**src/common/axi_defs.svh**
```systemverilog
`ifndef AXI_DEFS_SVH
`define AXI_DEFS_SVH

// byte address width of every request channel.
`define AXI_ADDR_WIDTH 32
// data bus width.
`define AXI_DATA_WIDTH 32
// one strobe bit per data byte.
`define AXI_STRB_WIDTH 4
// slave depth in words, valid byte addresses lie below MEM_WORDS*4.
`define MEM_WORDS 64

`endif

```
**src/common/axi_pkg.sv**
```systemverilog
`default_nettype none

`include "axi_defs.svh"

package axi_pkg;

    // ~~~~~~~~~~~~~~~~~~~~~~~~~~~~~~~~~~~~~~~~~~~~~~~~~~~~~~~~~~~~~~~~~~~~~~
    // encodings
    // ~~~~~~~~~~~~~~~~~~~~~~~~~~~~~~~~~~~~~~~~~~~~~~~~~~~~~~~~~~~~~~~~~~~~~~

    typedef enum logic [1:0] {
        OKAY   = 2'b00,                           // normal access done.
        EXOKAY = 2'b01,                           // exclusive access done.
        SLVERR = 2'b10,                           // slave refused the access.
        DECERR = 2'b11                            // no slave at this address.
    } axi_response_t;

    typedef enum logic [1:0] {
        IDLE,                                     // waiting for a request.
        WRITE_RESP,                               // driving BVALID.
        READ_RESP                                 // driving RVALID.
    } slave_state_t;

    // ~~~~~~~~~~~~~~~~~~~~~~~~~~~~~~~~~~~~~~~~~~~~~~~~~~~~~~~~~~~~~~~~~~~~~~
    // channel payloads, VALID and READY travel beside them
    // ~~~~~~~~~~~~~~~~~~~~~~~~~~~~~~~~~~~~~~~~~~~~~~~~~~~~~~~~~~~~~~~~~~~~~~

    typedef struct packed {
        logic [`AXI_ADDR_WIDTH-1:0] addr;         // write byte address.
    } axi_aw_t;

    typedef struct packed {
        logic [`AXI_DATA_WIDTH-1:0] data;         // write word.
        logic [`AXI_STRB_WIDTH-1:0] strb;         // byte enables.
    } axi_w_t;

    typedef struct packed {
        axi_response_t resp;                      // write status.
    } axi_b_t;

    typedef struct packed {
        logic [`AXI_ADDR_WIDTH-1:0] addr;         // read byte address.
    } axi_ar_t;

    typedef struct packed {
        logic [`AXI_DATA_WIDTH-1:0] data;         // read word.
        axi_response_t              resp;         // read status.
    } axi_r_t;

endpackage

`default_nettype wire

```
**src/axi_master/axi_master.sv**
```systemverilog
`timescale 1ns/1ns
`default_nettype none

`include "axi_defs.svh"

module axi_master (
    input  logic                       axi_ACLK,
    input  logic                       axi_ARESETN,
    input  logic                       router_write_cts_i,  // write path granted.
    input  logic                       router_read_cts_i,   // read path granted.
    input  logic                       write_start_i,
    input  logic [`AXI_ADDR_WIDTH-1:0] write_address_i,
    input  logic [`AXI_DATA_WIDTH-1:0] write_data_i,
    input  logic [`AXI_STRB_WIDTH-1:0] write_strobe_i,
    output logic                       write_done_o,
    output logic                       write_cts_o,
    output axi_pkg::axi_response_t     write_response_o,
    input  logic                       read_start_i,
    input  logic [`AXI_ADDR_WIDTH-1:0] read_address_i,
    output logic [`AXI_DATA_WIDTH-1:0] read_data_o,
    output logic                       read_done_o,
    output logic                       read_cts_o,
    output axi_pkg::axi_response_t     read_response_o,
    output axi_pkg::axi_aw_t           aw_o,
    output logic                       aw_valid_o,
    input  logic                       aw_ready_i,
    output axi_pkg::axi_w_t            w_o,
    output logic                       w_valid_o,
    input  logic                       w_ready_i,
    input  axi_pkg::axi_b_t            b_i,
    input  logic                       b_valid_i,
    output axi_pkg::axi_ar_t           ar_o,
    output logic                       ar_valid_o,
    input  logic                       ar_ready_i,
    input  axi_pkg::axi_r_t            r_i,
    input  logic                       r_valid_i
);

    logic aw_pend;                                // aw request still owed.
    logic w_pend;                                 // w request still owed.
    logic ar_pend;                                // ar request still owed.
    logic write_flush;
    logic read_flush;

    // ~~~~~~~~~~~~~~~~~~~~~~~~~~~~~~~~~~~~~~~~~~~~~~~~~~~~~~~~~~~~~~~~~~~~~~
    // write side
    // ~~~~~~~~~~~~~~~~~~~~~~~~~~~~~~~~~~~~~~~~~~~~~~~~~~~~~~~~~~~~~~~~~~~~~~

    assign write_done_o = b_valid_i;              // responses are always taken.
    assign write_flush  = write_done_o & (b_i.resp == axi_pkg::SLVERR);

    always_ff @(posedge axi_ACLK) begin
        if (write_start_i & !write_flush) begin
            aw_o.addr <= write_address_i;         // payload held until transfer.
            w_o.data  <= write_data_i;
            w_o.strb  <= write_strobe_i;
        end
    end

    always_ff @(posedge axi_ACLK) begin : write_handshake
        if (!axi_ARESETN) begin
            aw_pend <= 1'b0;
            w_pend  <= 1'b0;
        end else if (write_flush) begin
            aw_pend <= 1'b0;                      // error kills pending work.
            w_pend  <= 1'b0;
        end else if (write_start_i) begin
            aw_pend <= 1'b1;
            w_pend  <= 1'b1;
        end else begin
            if (aw_valid_o & aw_ready_i) begin
                aw_pend <= 1'b0;                  // address taken.
            end
            if (w_valid_o & w_ready_i) begin
                w_pend <= 1'b0;                   // data taken.
            end
        end
    end : write_handshake

    // a switching router hides the request, which stays pending.
    assign aw_valid_o       = aw_pend & router_write_cts_i;
    assign w_valid_o        = w_pend & router_write_cts_i;
    assign write_response_o = b_i.resp;
    assign write_cts_o      = aw_ready_i & w_ready_i & router_write_cts_i;

    // ~~~~~~~~~~~~~~~~~~~~~~~~~~~~~~~~~~~~~~~~~~~~~~~~~~~~~~~~~~~~~~~~~~~~~~
    // read side
    // ~~~~~~~~~~~~~~~~~~~~~~~~~~~~~~~~~~~~~~~~~~~~~~~~~~~~~~~~~~~~~~~~~~~~~~

    assign read_done_o = r_valid_i;
    assign read_flush  = read_done_o & (r_i.resp == axi_pkg::SLVERR);

    always_ff @(posedge axi_ACLK) begin
        if (read_start_i & !read_flush) begin
            ar_o.addr <= read_address_i;
        end
    end

    always_ff @(posedge axi_ACLK) begin : read_handshake
        if (!axi_ARESETN) begin
            ar_pend <= 1'b0;
        end else if (read_flush) begin
            ar_pend <= 1'b0;
        end else if (read_start_i) begin
            ar_pend <= 1'b1;
        end else if (ar_valid_o & ar_ready_i) begin
            ar_pend <= 1'b0;
        end
    end : read_handshake

    assign ar_valid_o      = ar_pend & router_read_cts_i;
    assign read_data_o     = r_i.data;
    assign read_response_o = r_i.resp;
    assign read_cts_o      = ar_ready_i & router_read_cts_i;

    // ~~~~~~~~~~~~~~~~~~~~~~~~~~~~~~~~~~~~~~~~~~~~~~~~~~~~~~~~~~~~~~~~~~~~~~
    // checks
    // ~~~~~~~~~~~~~~~~~~~~~~~~~~~~~~~~~~~~~~~~~~~~~~~~~~~~~~~~~~~~~~~~~~~~~~

    a_write_flush : assert property (@(posedge axi_ACLK) disable iff (!axi_ARESETN)
        write_flush |=> !aw_valid_o & !w_valid_o);
    a_read_flush : assert property (@(posedge axi_ACLK) disable iff (!axi_ARESETN)
        read_flush |=> !ar_valid_o);
    // a response is taken in its first cycle, so it must not linger.
    a_b_pulse : assert property (@(posedge axi_ACLK) disable iff (!axi_ARESETN)
        b_valid_i |=> !b_valid_i);
    a_r_pulse : assert property (@(posedge axi_ACLK) disable iff (!axi_ARESETN)
        r_valid_i |=> !r_valid_i);

endmodule

`default_nettype wire

```
**src/verilog/axi_reg_slice.sv**
```systemverilog
`timescale 1ns/1ns
`default_nettype none

module axi_reg_slice (
    input  logic              axi_ACLK,
    input  logic              axi_ARESETN,
    input  axi_pkg::axi_aw_t  s_aw_i,
    input  logic              s_aw_valid_i,
    output logic              s_aw_ready_o,
    input  axi_pkg::axi_w_t   s_w_i,
    input  logic              s_w_valid_i,
    output logic              s_w_ready_o,
    input  axi_pkg::axi_ar_t  s_ar_i,
    input  logic              s_ar_valid_i,
    output logic              s_ar_ready_o,
    output axi_pkg::axi_aw_t  m_aw_o,
    output logic              m_aw_valid_o,
    input  logic              m_aw_ready_i,
    output axi_pkg::axi_w_t   m_w_o,
    output logic              m_w_valid_o,
    input  logic              m_w_ready_i,
    output axi_pkg::axi_ar_t  m_ar_o,
    output logic              m_ar_valid_o,
    input  logic              m_ar_ready_i,
    input  axi_pkg::axi_b_t   m_b_i,
    input  logic              m_b_valid_i,
    output axi_pkg::axi_b_t   s_b_o,
    output logic              s_b_valid_o,
    input  axi_pkg::axi_r_t   m_r_i,
    input  logic              m_r_valid_i,
    output axi_pkg::axi_r_t   s_r_o,
    output logic              s_r_valid_o
);

    logic aw_full;                                // aw stage holds a request.
    logic w_full;
    logic ar_full;

    // a stage takes a new entry when empty or emptying this cycle.
    assign s_aw_ready_o = !aw_full | m_aw_ready_i;
    assign s_w_ready_o  = !w_full | m_w_ready_i;
    assign s_ar_ready_o = !ar_full | m_ar_ready_i;

    always_ff @(posedge axi_ACLK) begin : stage_flags
        if (!axi_ARESETN) begin
            aw_full <= 1'b0;
            w_full  <= 1'b0;
            ar_full <= 1'b0;
        end else begin
            aw_full <= (s_aw_valid_i & s_aw_ready_o) | (aw_full & !m_aw_ready_i);
            w_full  <= (s_w_valid_i & s_w_ready_o) | (w_full & !m_w_ready_i);
            ar_full <= (s_ar_valid_i & s_ar_ready_o) | (ar_full & !m_ar_ready_i);
        end
    end : stage_flags

    always_ff @(posedge axi_ACLK) begin : stage_data
        if (s_aw_valid_i & s_aw_ready_o) begin
            m_aw_o <= s_aw_i;
        end
        if (s_w_valid_i & s_w_ready_o) begin
            m_w_o <= s_w_i;
        end
        if (s_ar_valid_i & s_ar_ready_o) begin
            m_ar_o <= s_ar_i;
        end
    end : stage_data

    assign m_aw_valid_o = aw_full;
    assign m_w_valid_o  = w_full;
    assign m_ar_valid_o = ar_full;

    assign s_b_o       = m_b_i;                   // responses go straight back.
    assign s_b_valid_o = m_b_valid_i;
    assign s_r_o       = m_r_i;
    assign s_r_valid_o = m_r_valid_i;

    a_aw_stable : assert property (@(posedge axi_ACLK) disable iff (!axi_ARESETN)
        (m_aw_valid_o & !m_aw_ready_i) |=> m_aw_valid_o & $stable(m_aw_o));
    a_w_stable : assert property (@(posedge axi_ACLK) disable iff (!axi_ARESETN)
        (m_w_valid_o & !m_w_ready_i) |=> m_w_valid_o & $stable(m_w_o));
    a_ar_stable : assert property (@(posedge axi_ACLK) disable iff (!axi_ARESETN)
        (m_ar_valid_o & !m_ar_ready_i) |=> m_ar_valid_o & $stable(m_ar_o));

endmodule

`default_nettype wire

```
**src/axi_slave/axi_mem_slave.sv**
```systemverilog
`timescale 1ns/1ns
`default_nettype none

`include "axi_defs.svh"

module axi_mem_slave (
    input  logic              axi_ACLK,
    input  logic              axi_ARESETN,
    input  axi_pkg::axi_aw_t  aw_i,
    input  logic              aw_valid_i,
    output logic              aw_ready_o,
    input  axi_pkg::axi_w_t   w_i,
    input  logic              w_valid_i,
    output logic              w_ready_o,
    output axi_pkg::axi_b_t   b_o,
    output logic              b_valid_o,
    input  axi_pkg::axi_ar_t  ar_i,
    input  logic              ar_valid_i,
    output logic              ar_ready_o,
    output axi_pkg::axi_r_t   r_o,
    output logic              r_valid_o
);

    localparam int IDX_W = $clog2(`MEM_WORDS);   // word index width.

    axi_pkg::slave_state_t        state;
    logic [`AXI_DATA_WIDTH-1:0]   mem [`MEM_WORDS];
    logic                         write_take;    // aw and w accepted together.
    logic                         read_take;
    logic                         aw_in_range;
    logic                         ar_in_range;
    logic [IDX_W-1:0]             aw_idx;
    logic [IDX_W-1:0]             ar_idx;

    // ~~~~~~~~~~~~~~~~~~~~~~~~~~~~~~~~~~~~~~~~~~~~~~~~~~~~~~~~~~~~~~~~~~~~~~
    // acceptance, write wins over read
    // ~~~~~~~~~~~~~~~~~~~~~~~~~~~~~~~~~~~~~~~~~~~~~~~~~~~~~~~~~~~~~~~~~~~~~~

    assign write_take = (state == axi_pkg::IDLE) & aw_valid_i & w_valid_i;
    assign read_take  = (state == axi_pkg::IDLE) & ar_valid_i & !(aw_valid_i & w_valid_i);

    assign aw_ready_o = write_take;               // address and data go as a pair.
    assign w_ready_o  = write_take;
    assign ar_ready_o = read_take;

    assign aw_in_range = aw_i.addr < (`MEM_WORDS * 4);
    assign ar_in_range = ar_i.addr < (`MEM_WORDS * 4);
    assign aw_idx      = aw_i.addr[IDX_W+1:2];
    assign ar_idx      = ar_i.addr[IDX_W+1:2];

    // ~~~~~~~~~~~~~~~~~~~~~~~~~~~~~~~~~~~~~~~~~~~~~~~~~~~~~~~~~~~~~~~~~~~~~~
    // state and memory
    // ~~~~~~~~~~~~~~~~~~~~~~~~~~~~~~~~~~~~~~~~~~~~~~~~~~~~~~~~~~~~~~~~~~~~~~

    always_ff @(posedge axi_ACLK) begin : fsm
        if (!axi_ARESETN) begin
            state <= axi_pkg::IDLE;
            for (int i = 0; i < `MEM_WORDS; i++) begin
                mem[i] <= '0;                     // memory starts blank.
            end
        end else begin
            case (state)
                axi_pkg::IDLE: begin
                    if (write_take) begin
                        if (aw_in_range) begin
                            for (int b = 0; b < `AXI_STRB_WIDTH; b++) begin
                                if (w_i.strb[b]) begin
                                    mem[aw_idx][8*b +: 8] <= w_i.data[8*b +: 8];
                                end
                            end
                        end
                        state <= axi_pkg::WRITE_RESP;
                    end else if (read_take) begin
                        state <= axi_pkg::READ_RESP;
                    end
                end
                default: begin
                    state <= axi_pkg::IDLE;       // bready/rready are tied high.
                end
            endcase
        end
    end : fsm

    always_ff @(posedge axi_ACLK) begin : resp_payload
        if (write_take) begin
            b_o.resp <= aw_in_range ? axi_pkg::OKAY : axi_pkg::SLVERR;
        end
        if (read_take) begin
            r_o.data <= ar_in_range ? mem[ar_idx] : '0;   // bad address reads zero.
            r_o.resp <= ar_in_range ? axi_pkg::OKAY : axi_pkg::SLVERR;
        end
    end : resp_payload

    assign b_valid_o = (state == axi_pkg::WRITE_RESP);
    assign r_valid_o = (state == axi_pkg::READ_RESP);

    a_ready_idle : assert property (@(posedge axi_ACLK) disable iff (!axi_ARESETN)
        (state != axi_pkg::IDLE) |-> !aw_ready_o & !ar_ready_o);

endmodule

`default_nettype wire

```
**src/verilog/axi_subsystem.sv**
```systemverilog
`timescale 1ns/1ns
`default_nettype none

`include "axi_defs.svh"

module axi_subsystem (
    input  logic                       axi_ACLK,
    input  logic                       axi_ARESETN,
    input  logic                       write_grant_i,    // router write path open.
    input  logic                       read_grant_i,     // router read path open.
    input  logic                       write_start_i,
    input  logic [`AXI_ADDR_WIDTH-1:0] write_address_i,
    input  logic [`AXI_DATA_WIDTH-1:0] write_data_i,
    input  logic [`AXI_STRB_WIDTH-1:0] write_strobe_i,
    output logic                       write_done_o,
    output logic                       write_cts_o,
    output axi_pkg::axi_response_t     write_response_o,
    input  logic                       read_start_i,
    input  logic [`AXI_ADDR_WIDTH-1:0] read_address_i,
    output logic [`AXI_DATA_WIDTH-1:0] read_data_o,
    output logic                       read_done_o,
    output logic                       read_cts_o,
    output axi_pkg::axi_response_t     read_response_o
);

    // master side of the slice.
    axi_pkg::axi_aw_t mst_aw;
    axi_pkg::axi_w_t  mst_w;
    axi_pkg::axi_ar_t mst_ar;
    axi_pkg::axi_b_t  mst_b;
    axi_pkg::axi_r_t  mst_r;
    logic mst_aw_valid, mst_aw_ready, mst_w_valid, mst_w_ready;
    logic mst_ar_valid, mst_ar_ready, mst_b_valid, mst_r_valid;

    // slave side of the slice.
    axi_pkg::axi_aw_t slv_aw;
    axi_pkg::axi_w_t  slv_w;
    axi_pkg::axi_ar_t slv_ar;
    axi_pkg::axi_b_t  slv_b;
    axi_pkg::axi_r_t  slv_r;
    logic slv_aw_valid, slv_aw_ready, slv_w_valid, slv_w_ready;
    logic slv_ar_valid, slv_ar_ready, slv_b_valid, slv_r_valid;

    axi_master u_master (
        .axi_ACLK           (axi_ACLK),
        .axi_ARESETN        (axi_ARESETN),
        .router_write_cts_i (write_grant_i),
        .router_read_cts_i  (read_grant_i),
        .write_start_i      (write_start_i),
        .write_address_i    (write_address_i),
        .write_data_i       (write_data_i),
        .write_strobe_i     (write_strobe_i),
        .write_done_o       (write_done_o),
        .write_cts_o        (write_cts_o),
        .write_response_o   (write_response_o),
        .read_start_i       (read_start_i),
        .read_address_i     (read_address_i),
        .read_data_o        (read_data_o),
        .read_done_o        (read_done_o),
        .read_cts_o         (read_cts_o),
        .read_response_o    (read_response_o),
        .aw_o               (mst_aw),
        .aw_valid_o         (mst_aw_valid),
        .aw_ready_i         (mst_aw_ready),
        .w_o                (mst_w),
        .w_valid_o          (mst_w_valid),
        .w_ready_i          (mst_w_ready),
        .b_i                (mst_b),
        .b_valid_i          (mst_b_valid),
        .ar_o               (mst_ar),
        .ar_valid_o         (mst_ar_valid),
        .ar_ready_i         (mst_ar_ready),
        .r_i                (mst_r),
        .r_valid_i          (mst_r_valid)
    );

    axi_reg_slice u_slice (
        .axi_ACLK     (axi_ACLK),
        .axi_ARESETN  (axi_ARESETN),
        .s_aw_i       (mst_aw),
        .s_aw_valid_i (mst_aw_valid),
        .s_aw_ready_o (mst_aw_ready),
        .s_w_i        (mst_w),
        .s_w_valid_i  (mst_w_valid),
        .s_w_ready_o  (mst_w_ready),
        .s_ar_i       (mst_ar),
        .s_ar_valid_i (mst_ar_valid),
        .s_ar_ready_o (mst_ar_ready),
        .m_aw_o       (slv_aw),
        .m_aw_valid_o (slv_aw_valid),
        .m_aw_ready_i (slv_aw_ready),
        .m_w_o        (slv_w),
        .m_w_valid_o  (slv_w_valid),
        .m_w_ready_i  (slv_w_ready),
        .m_ar_o       (slv_ar),
        .m_ar_valid_o (slv_ar_valid),
        .m_ar_ready_i (slv_ar_ready),
        .m_b_i        (slv_b),
        .m_b_valid_i  (slv_b_valid),
        .s_b_o        (mst_b),
        .s_b_valid_o  (mst_b_valid),
        .m_r_i        (slv_r),
        .m_r_valid_i  (slv_r_valid),
        .s_r_o        (mst_r),
        .s_r_valid_o  (mst_r_valid)
    );

    axi_mem_slave u_slave (
        .axi_ACLK    (axi_ACLK),
        .axi_ARESETN (axi_ARESETN),
        .aw_i        (slv_aw),
        .aw_valid_i  (slv_aw_valid),
        .aw_ready_o  (slv_aw_ready),
        .w_i         (slv_w),
        .w_valid_i   (slv_w_valid),
        .w_ready_o   (slv_w_ready),
        .b_o         (slv_b),
        .b_valid_o   (slv_b_valid),
        .ar_i        (slv_ar),
        .ar_valid_i  (slv_ar_valid),
        .ar_ready_o  (slv_ar_ready),
        .r_o         (slv_r),
        .r_valid_o   (slv_r_valid)
    );

endmodule

`default_nettype wire

```
**config.mk**
```make
export PLATFORM = sky130hd
export DESIGN_NAME = axi_subsystem
export DESIGN_NICKNAME = d
export VERILOG_FILES = /design/src/common/axi_pkg.sv /design/src/axi_master/axi_master.sv /design/src/verilog/axi_reg_slice.sv /design/src/axi_slave/axi_mem_slave.sv /design/src/verilog/axi_subsystem.sv
export VERILOG_INCLUDE_DIRS = /design/src /design/src/common
export SDC_FILE = /design/constraint.sdc
export NUM_CORES = 2
export LEC_CHECK = 0
export ABC_AREA = 1
export BUFFER_PORTS_ARGS = -buffer_cell sky130_fd_sc_hd__buf_4
export CORE_MARGIN = 5
export CORE_UTILIZATION = 37
export CTS_CLUSTER_DIAMETER = 200
export DETAILED_ROUTE_END_ITERATION = 12
export HOLD_SLACK_MARGIN = 0.03
export MAX_ROUTING_LAYER = met4
export SLEW_MARGIN = 20
export SYNTH_ARGS = -nofsm -noshare
export SYNTH_HDL_FRONTEND = slang
export SYNTH_HIERARCHICAL = 1
export SYNTH_SLANG_ARGS = --single-unit
```
**constraint.sdc**
```tcl
create_clock -name axi_ACLK -period 8.7 [get_ports axi_ACLK]
set_input_delay 1.74 -clock axi_ACLK [delete_from_list [all_inputs] [get_ports axi_ACLK]]
set_output_delay 1.74 -clock axi_ACLK [all_outputs]
set_load 0.05 [all_outputs]
```
# [After elaboration in Yosys (flattened, before gate mapping)]
# Memories as Yosys holds them, arrays and structs flattened. A register that Yosys moved wholly into a read port is not among the register bits.
# Index checks and enable logic that the tools add are counted.
[word_totals] latchBits=0 mem_count=1 mem_bits_rw=2048 input_bits=106 register_bits=212 romBits=0 output_inout_bits=40 elab_cells=111
[op_classes] mul=0 n_mux=38 n_shift=0 n_lt_le_gt_ge=2 n_reduce_logical=19 n_eq_ne=4 n_div=0 n_bitwise=29 n_addsub=0
[mem_list] memory="u_slave.mem" words=64 word_bits=32 read_ports=1 rd_ports_with_merged_regs=1 wr=64 line_no="axi_mem_slave.sv:27" text="logic [`AXI_DATA_WIDTH-1:0] mem [`MEM_WORDS];"
[op_table] cell="$lt 32x9->1 const B" count=2
[op_table] cell="$mux 1" count=33
[op_table] cell="$mux 32" count=1
[op_table] cell="$reduce_or 32->1" count=1
[op_table] cell="$and 1x1->1" count=21
[op_table] cell="$logic_not 1->1" count=9
[op_table] cell="$reduce_bool 2->1" count=4
[op_table] cell="$eq 2x2->1 const B" count=3
[op_table] cell="$mux 6" count=1
[op_table] cell="$or 1x1->1" count=6
[op_table] cell="$mux 2" count=2
[op_table] cell="$mux 4" count=1
[op_table] cell="$reduce_or 2->1" count=2
[op_table] cell="$reduce_or 3->1" count=1
[op_table] cell="$eq 2x1->1 const B" count=1
[op_table] cell="$logic_not 2->1" count=1
[op_table] cell="$not 1->1" count=2
[op_table] cell="$reduce_and 2->1" count=1

# [Logic depth before layout (Yosys ltp)]
[logic_depth] word_depth=9 ltp_mapped=14 depth_no_buf=11

# [Hierarchy]
# The synthesis kept the hierarchy.
[modules_own_cells] mod="axi_mem_slave" n_inst=1 area_per_inst_um2=94230.4 cells_per_inst=9727 seq_area_each_um2=62560.0
[modules_own_cells] mod="axi_master" n_inst=1 area_per_inst_um2=3460.8 cells_per_inst=167 seq_area_each_um2=3062.9
[modules_own_cells] mod="axi_reg_slice" n_inst=1 area_per_inst_um2=3427.0 cells_per_inst=157 seq_area_each_um2=3062.9

# [Worst setup path after synthesis]
# OpenSTA, ideal clock, no wires.
[synth_timing] path_type="input port to output port" start="input port write_grant_i" end="output port write_cts_o" cell_stages=2 required_ns=6.960 setup_slack_ns=4.511 arrival_ns=2.449 path_cell_list="nand2_1 > nor2_1"
[synth_between] elab_chain_cells=1
[synth_lines] item="start, declared" line_no="axi_subsystem.sv:9" text="input logic write_grant_i,"
[synth_lines] item="$and 1x1->1" line_no="axi_master.sv:84" text="assign write_cts_o = aw_ready_i & w_ready_i & router_write_cts_i;"
[synth_lines] item="end, declared" line_no="axi_subsystem.sv:16" text="output logic write_cts_o,"
# No other way between the ends.

# [Worst setup path after layout]
[layout_timing] start="register u_slice/m_ar_o[2] in the netlist's numbering" end="register u_slave/r_o[14] (netlist name)"
[layout_between] elab_chain_cells=2
[layout_lines] item="start, declared" line_no="axi_reg_slice.sv:22" text="output axi_pkg::axi_ar_t m_ar_o,"
[layout_lines] item="start signal, assigned" line_no="axi_reg_slice.sv:64" text="m_ar_o <= s_ar_i;"
[layout_lines] item="$lt 32x9->1" line_no="axi_mem_slave.sv:47" text="assign ar_in_range = ar_i.addr < (`MEM_WORDS * 4);"
[layout_lines] item="$logic_not 1->1 (no line)"
# Parallel ways exist; a longest one is shown, timed or not.
# A chain may end at the register's enable or synchronous reset.

==> results.cfg <==
[worst_hold_path]
hp-class = reg2reg

[detailed_routing]
vias = 72600
drc = 0
drt_iter0_markers = 8536
dr.pass1.iters = 6
via_per_inst = 5.35
drt-total-wl_um = 302000
wl_per_cell_um = 22.2
drtAntennaViolNets = 0

[power_and_ir_drop]
power-per-cell-area_nw_per_um2 = 211
p_leak_uw = 0.0429
p_sw_uw = 5310
p_int_uw = 18300
pwr-share-clk_pct = 41.6
irDropWorstVdd_mv = 0.173
report.power.total_uw = 23600
combPwrFrac_pct = 5.2
switching_share_pct = 22.5
pwr-share-seq_pct = 53.2

[cells_and_area]
fillerInstances = 26000
finalInstanceArea_um2 = 112000
finalNetCount = 9875
drive_gt1_share_pct = 8.24
syn_to_final_growth_pct = 10.8

[clock_network]
htree_levels = 4
cts_hold_buf = 0
cts.sinks = 2282
clkTransAtPathRegs_ps = 60
insertion_delay_ps = 900
cts_tree = done
cts_made_buffers = 230
cts-resized-gates = 0
cts_buffer_depth = 3
cts_setup_buffers = 0
cts_root_buf = clkbuf_16

[sta]
timing.fmax_mhz = 221
relSlewSlack_pct = 15.1
hold_viol = 0
rsz0062_at_grt = no
setup_viol = 0
worstMarginPinSlew_ps = 1270
clock_skew_ps = 45.8
period_share_pct = 51.9
setup-tns-final_ps = 0
drv_slew = 0
fin_ws_ps = 4180
fin_crit_ps = 4520

[setup_path]
cp-start-kind = flop
crit_type = reg2reg
max_stage_delay_ps = 800
crit_fanout = 176
crit_top_cell = nand2_1
crit_family = buffers and inverters
cp_num_buf_inv = 3
cp.required_ps = 9260
worst_ep_arrival_time_ps = 5080
endpoint_kind = flop
crit_chain = buf_4 > buf_4 > buf_12 > nand2_1 > nand3_1 > nand3_1 > nand2_1 > nand2_1 > nand2_1 > nand2_1 > nand3_1 > nand2_1 > nor2_1
slowest_stage = buf_4

[placed_design]
post-place-ws_ps = 3770
place_area_um2 = 104000
globalplace.congestion = 0.885
io_buffer_count = 139
place_hpwl_um = 181000

[global_route]
grt_pass1_wl_um = 442000
grt_usage_pct = 21.2
grt_pass1_vias = 69700
grt_overflow = 0
antenna_found_initial = 17
grt_max_degree = 217

[floorplan]
core_um2 = 271000
die_w_um = 532
start_util_pct = 37.2
fp-row-count = 191
dieArea_um2 = 283000
pin_count = 146
die_h_um = 532

[status]
status = complete, no violations

[run]
drv_cap = 0

[synth]
avgSynthCellArea_um2 = 10.0
synth_area_um2 = 101000
synthCells = 10000
yosys_warnings = 6
## cell usage in the layout (no fill, tap or decap), types with 8 or more instances in the layout
cell and instances:
nand2_2 104, nor2_1 2180, clkinv_2 51, buf_4 251
nand3_1 1766, o21ai_0 42, o22ai_1 21, a21oi_1 35
inv_2 44, diode_2 21, nor4_1 10, bufinv_16 22
clkbuf_1 41, dfxtp_1 8, inv_1 16, nor2_2 59
buf_12 11, edfxtp_1 2274, clkbuf_16 232, clkinv_1 59
nand2_1 2689
## flip-flops by register name, summed over array words and instances, names as in the netlist, 30 cells and up
signal and count:
u_slave/mem 2048, u_master/w_o 36, u_slice/m_w_o 36, u_slave/r_o 33, u_master/ar_o 30, u_master/aw_o 30
u_slice/m_ar_o 30, u_slice/m_aw_o 30
## layer usage
| metal | wire length (um) | global-route usage, % |
|---|---|---|
| met1 | 119000 | 26.6 |
| met2 | 142000 | 33.6 |
| met3 | 25900 | 3.86 |
| met4 | 14600 | 9.68 |
| met5 | 0 | - |
## metrics by stage
step | hold slack, ps | std cells | util [%]
floorplan | 400 | 10000 | -
global placement | 401 | 13100 | 38.5
detailed placement | 405 | 13100 | 38.5
CTS | 416 | 13500 | 41.2
global route | 423 | 13600 | 41.2
finish | 409 | 13600 | 41.2
## path summary, 6_finish.rpt
| check | depth (start not counted) | startpoint | slack (ps) | to |
|---|---|---|---|---|
| setup / recovery | 13 | u_slice/m_ar_o[2]$_DFFE_PP_ | 4180 | u_slave/r_o[14]$_SDFFCE_PP0P_ |
| hold / removal | 0 | u_master/ar_o[2]$_DFFE_PP_ | 410 | u_slice/m_ar_o[2]$_DFFE_PP_ |
| setup reg to reg | 13 | u_slice/m_ar_o[2]$_DFFE_PP_ | 4180 | u_slave/r_o[14]$_SDFFCE_PP0P_ |
| hold reg to reg | 0 | u_master/ar_o[2]$_DFFE_PP_ | 410 | u_slice/m_ar_o[2]$_DFFE_PP_ |
## power groups by stage
stage	clock (uW)	sequential, uW	combinational [uW]
after floorplan	0	12700	792
after global placement	0	12800	1200
after detailed placement	0	12800	1210
after CTS	9980	12600	1220
after global routing	10400	12600	1320
final	9820	12600	1230
## final cells by class
cell class | instances | area [um^2] | area share, %
multi-input cells | 6926 | 28900 | 25.9
clock buffers | 278 | 6030 | 5.40
diodes | 21 | 52.6 | 0.0470
repair buffers | 264 | 2130 | 1.91
flip-flops and latches | 2282 | 68400 | 61.3
clock inverters | 154 | 1430 | 1.28
inverters | 65 | 269 | 0.241
well taps | 3570 | 4470 | 4.00
## worst reg2reg max path, cell delays in order, from the launching register on
cell	delay [ps]
edfxtp_1	330
buf_4	570
buf_4	840
buf_12	690
nand2_1	250
nand3_1	150
nand3_1	140
nand2_1	110
nand2_1	50
nand2_1	100
nand2_1	70
nand3_1	160
nand2_1	80
nor2_1	650
Note: power is estimated with default switching activity, not from simulation.
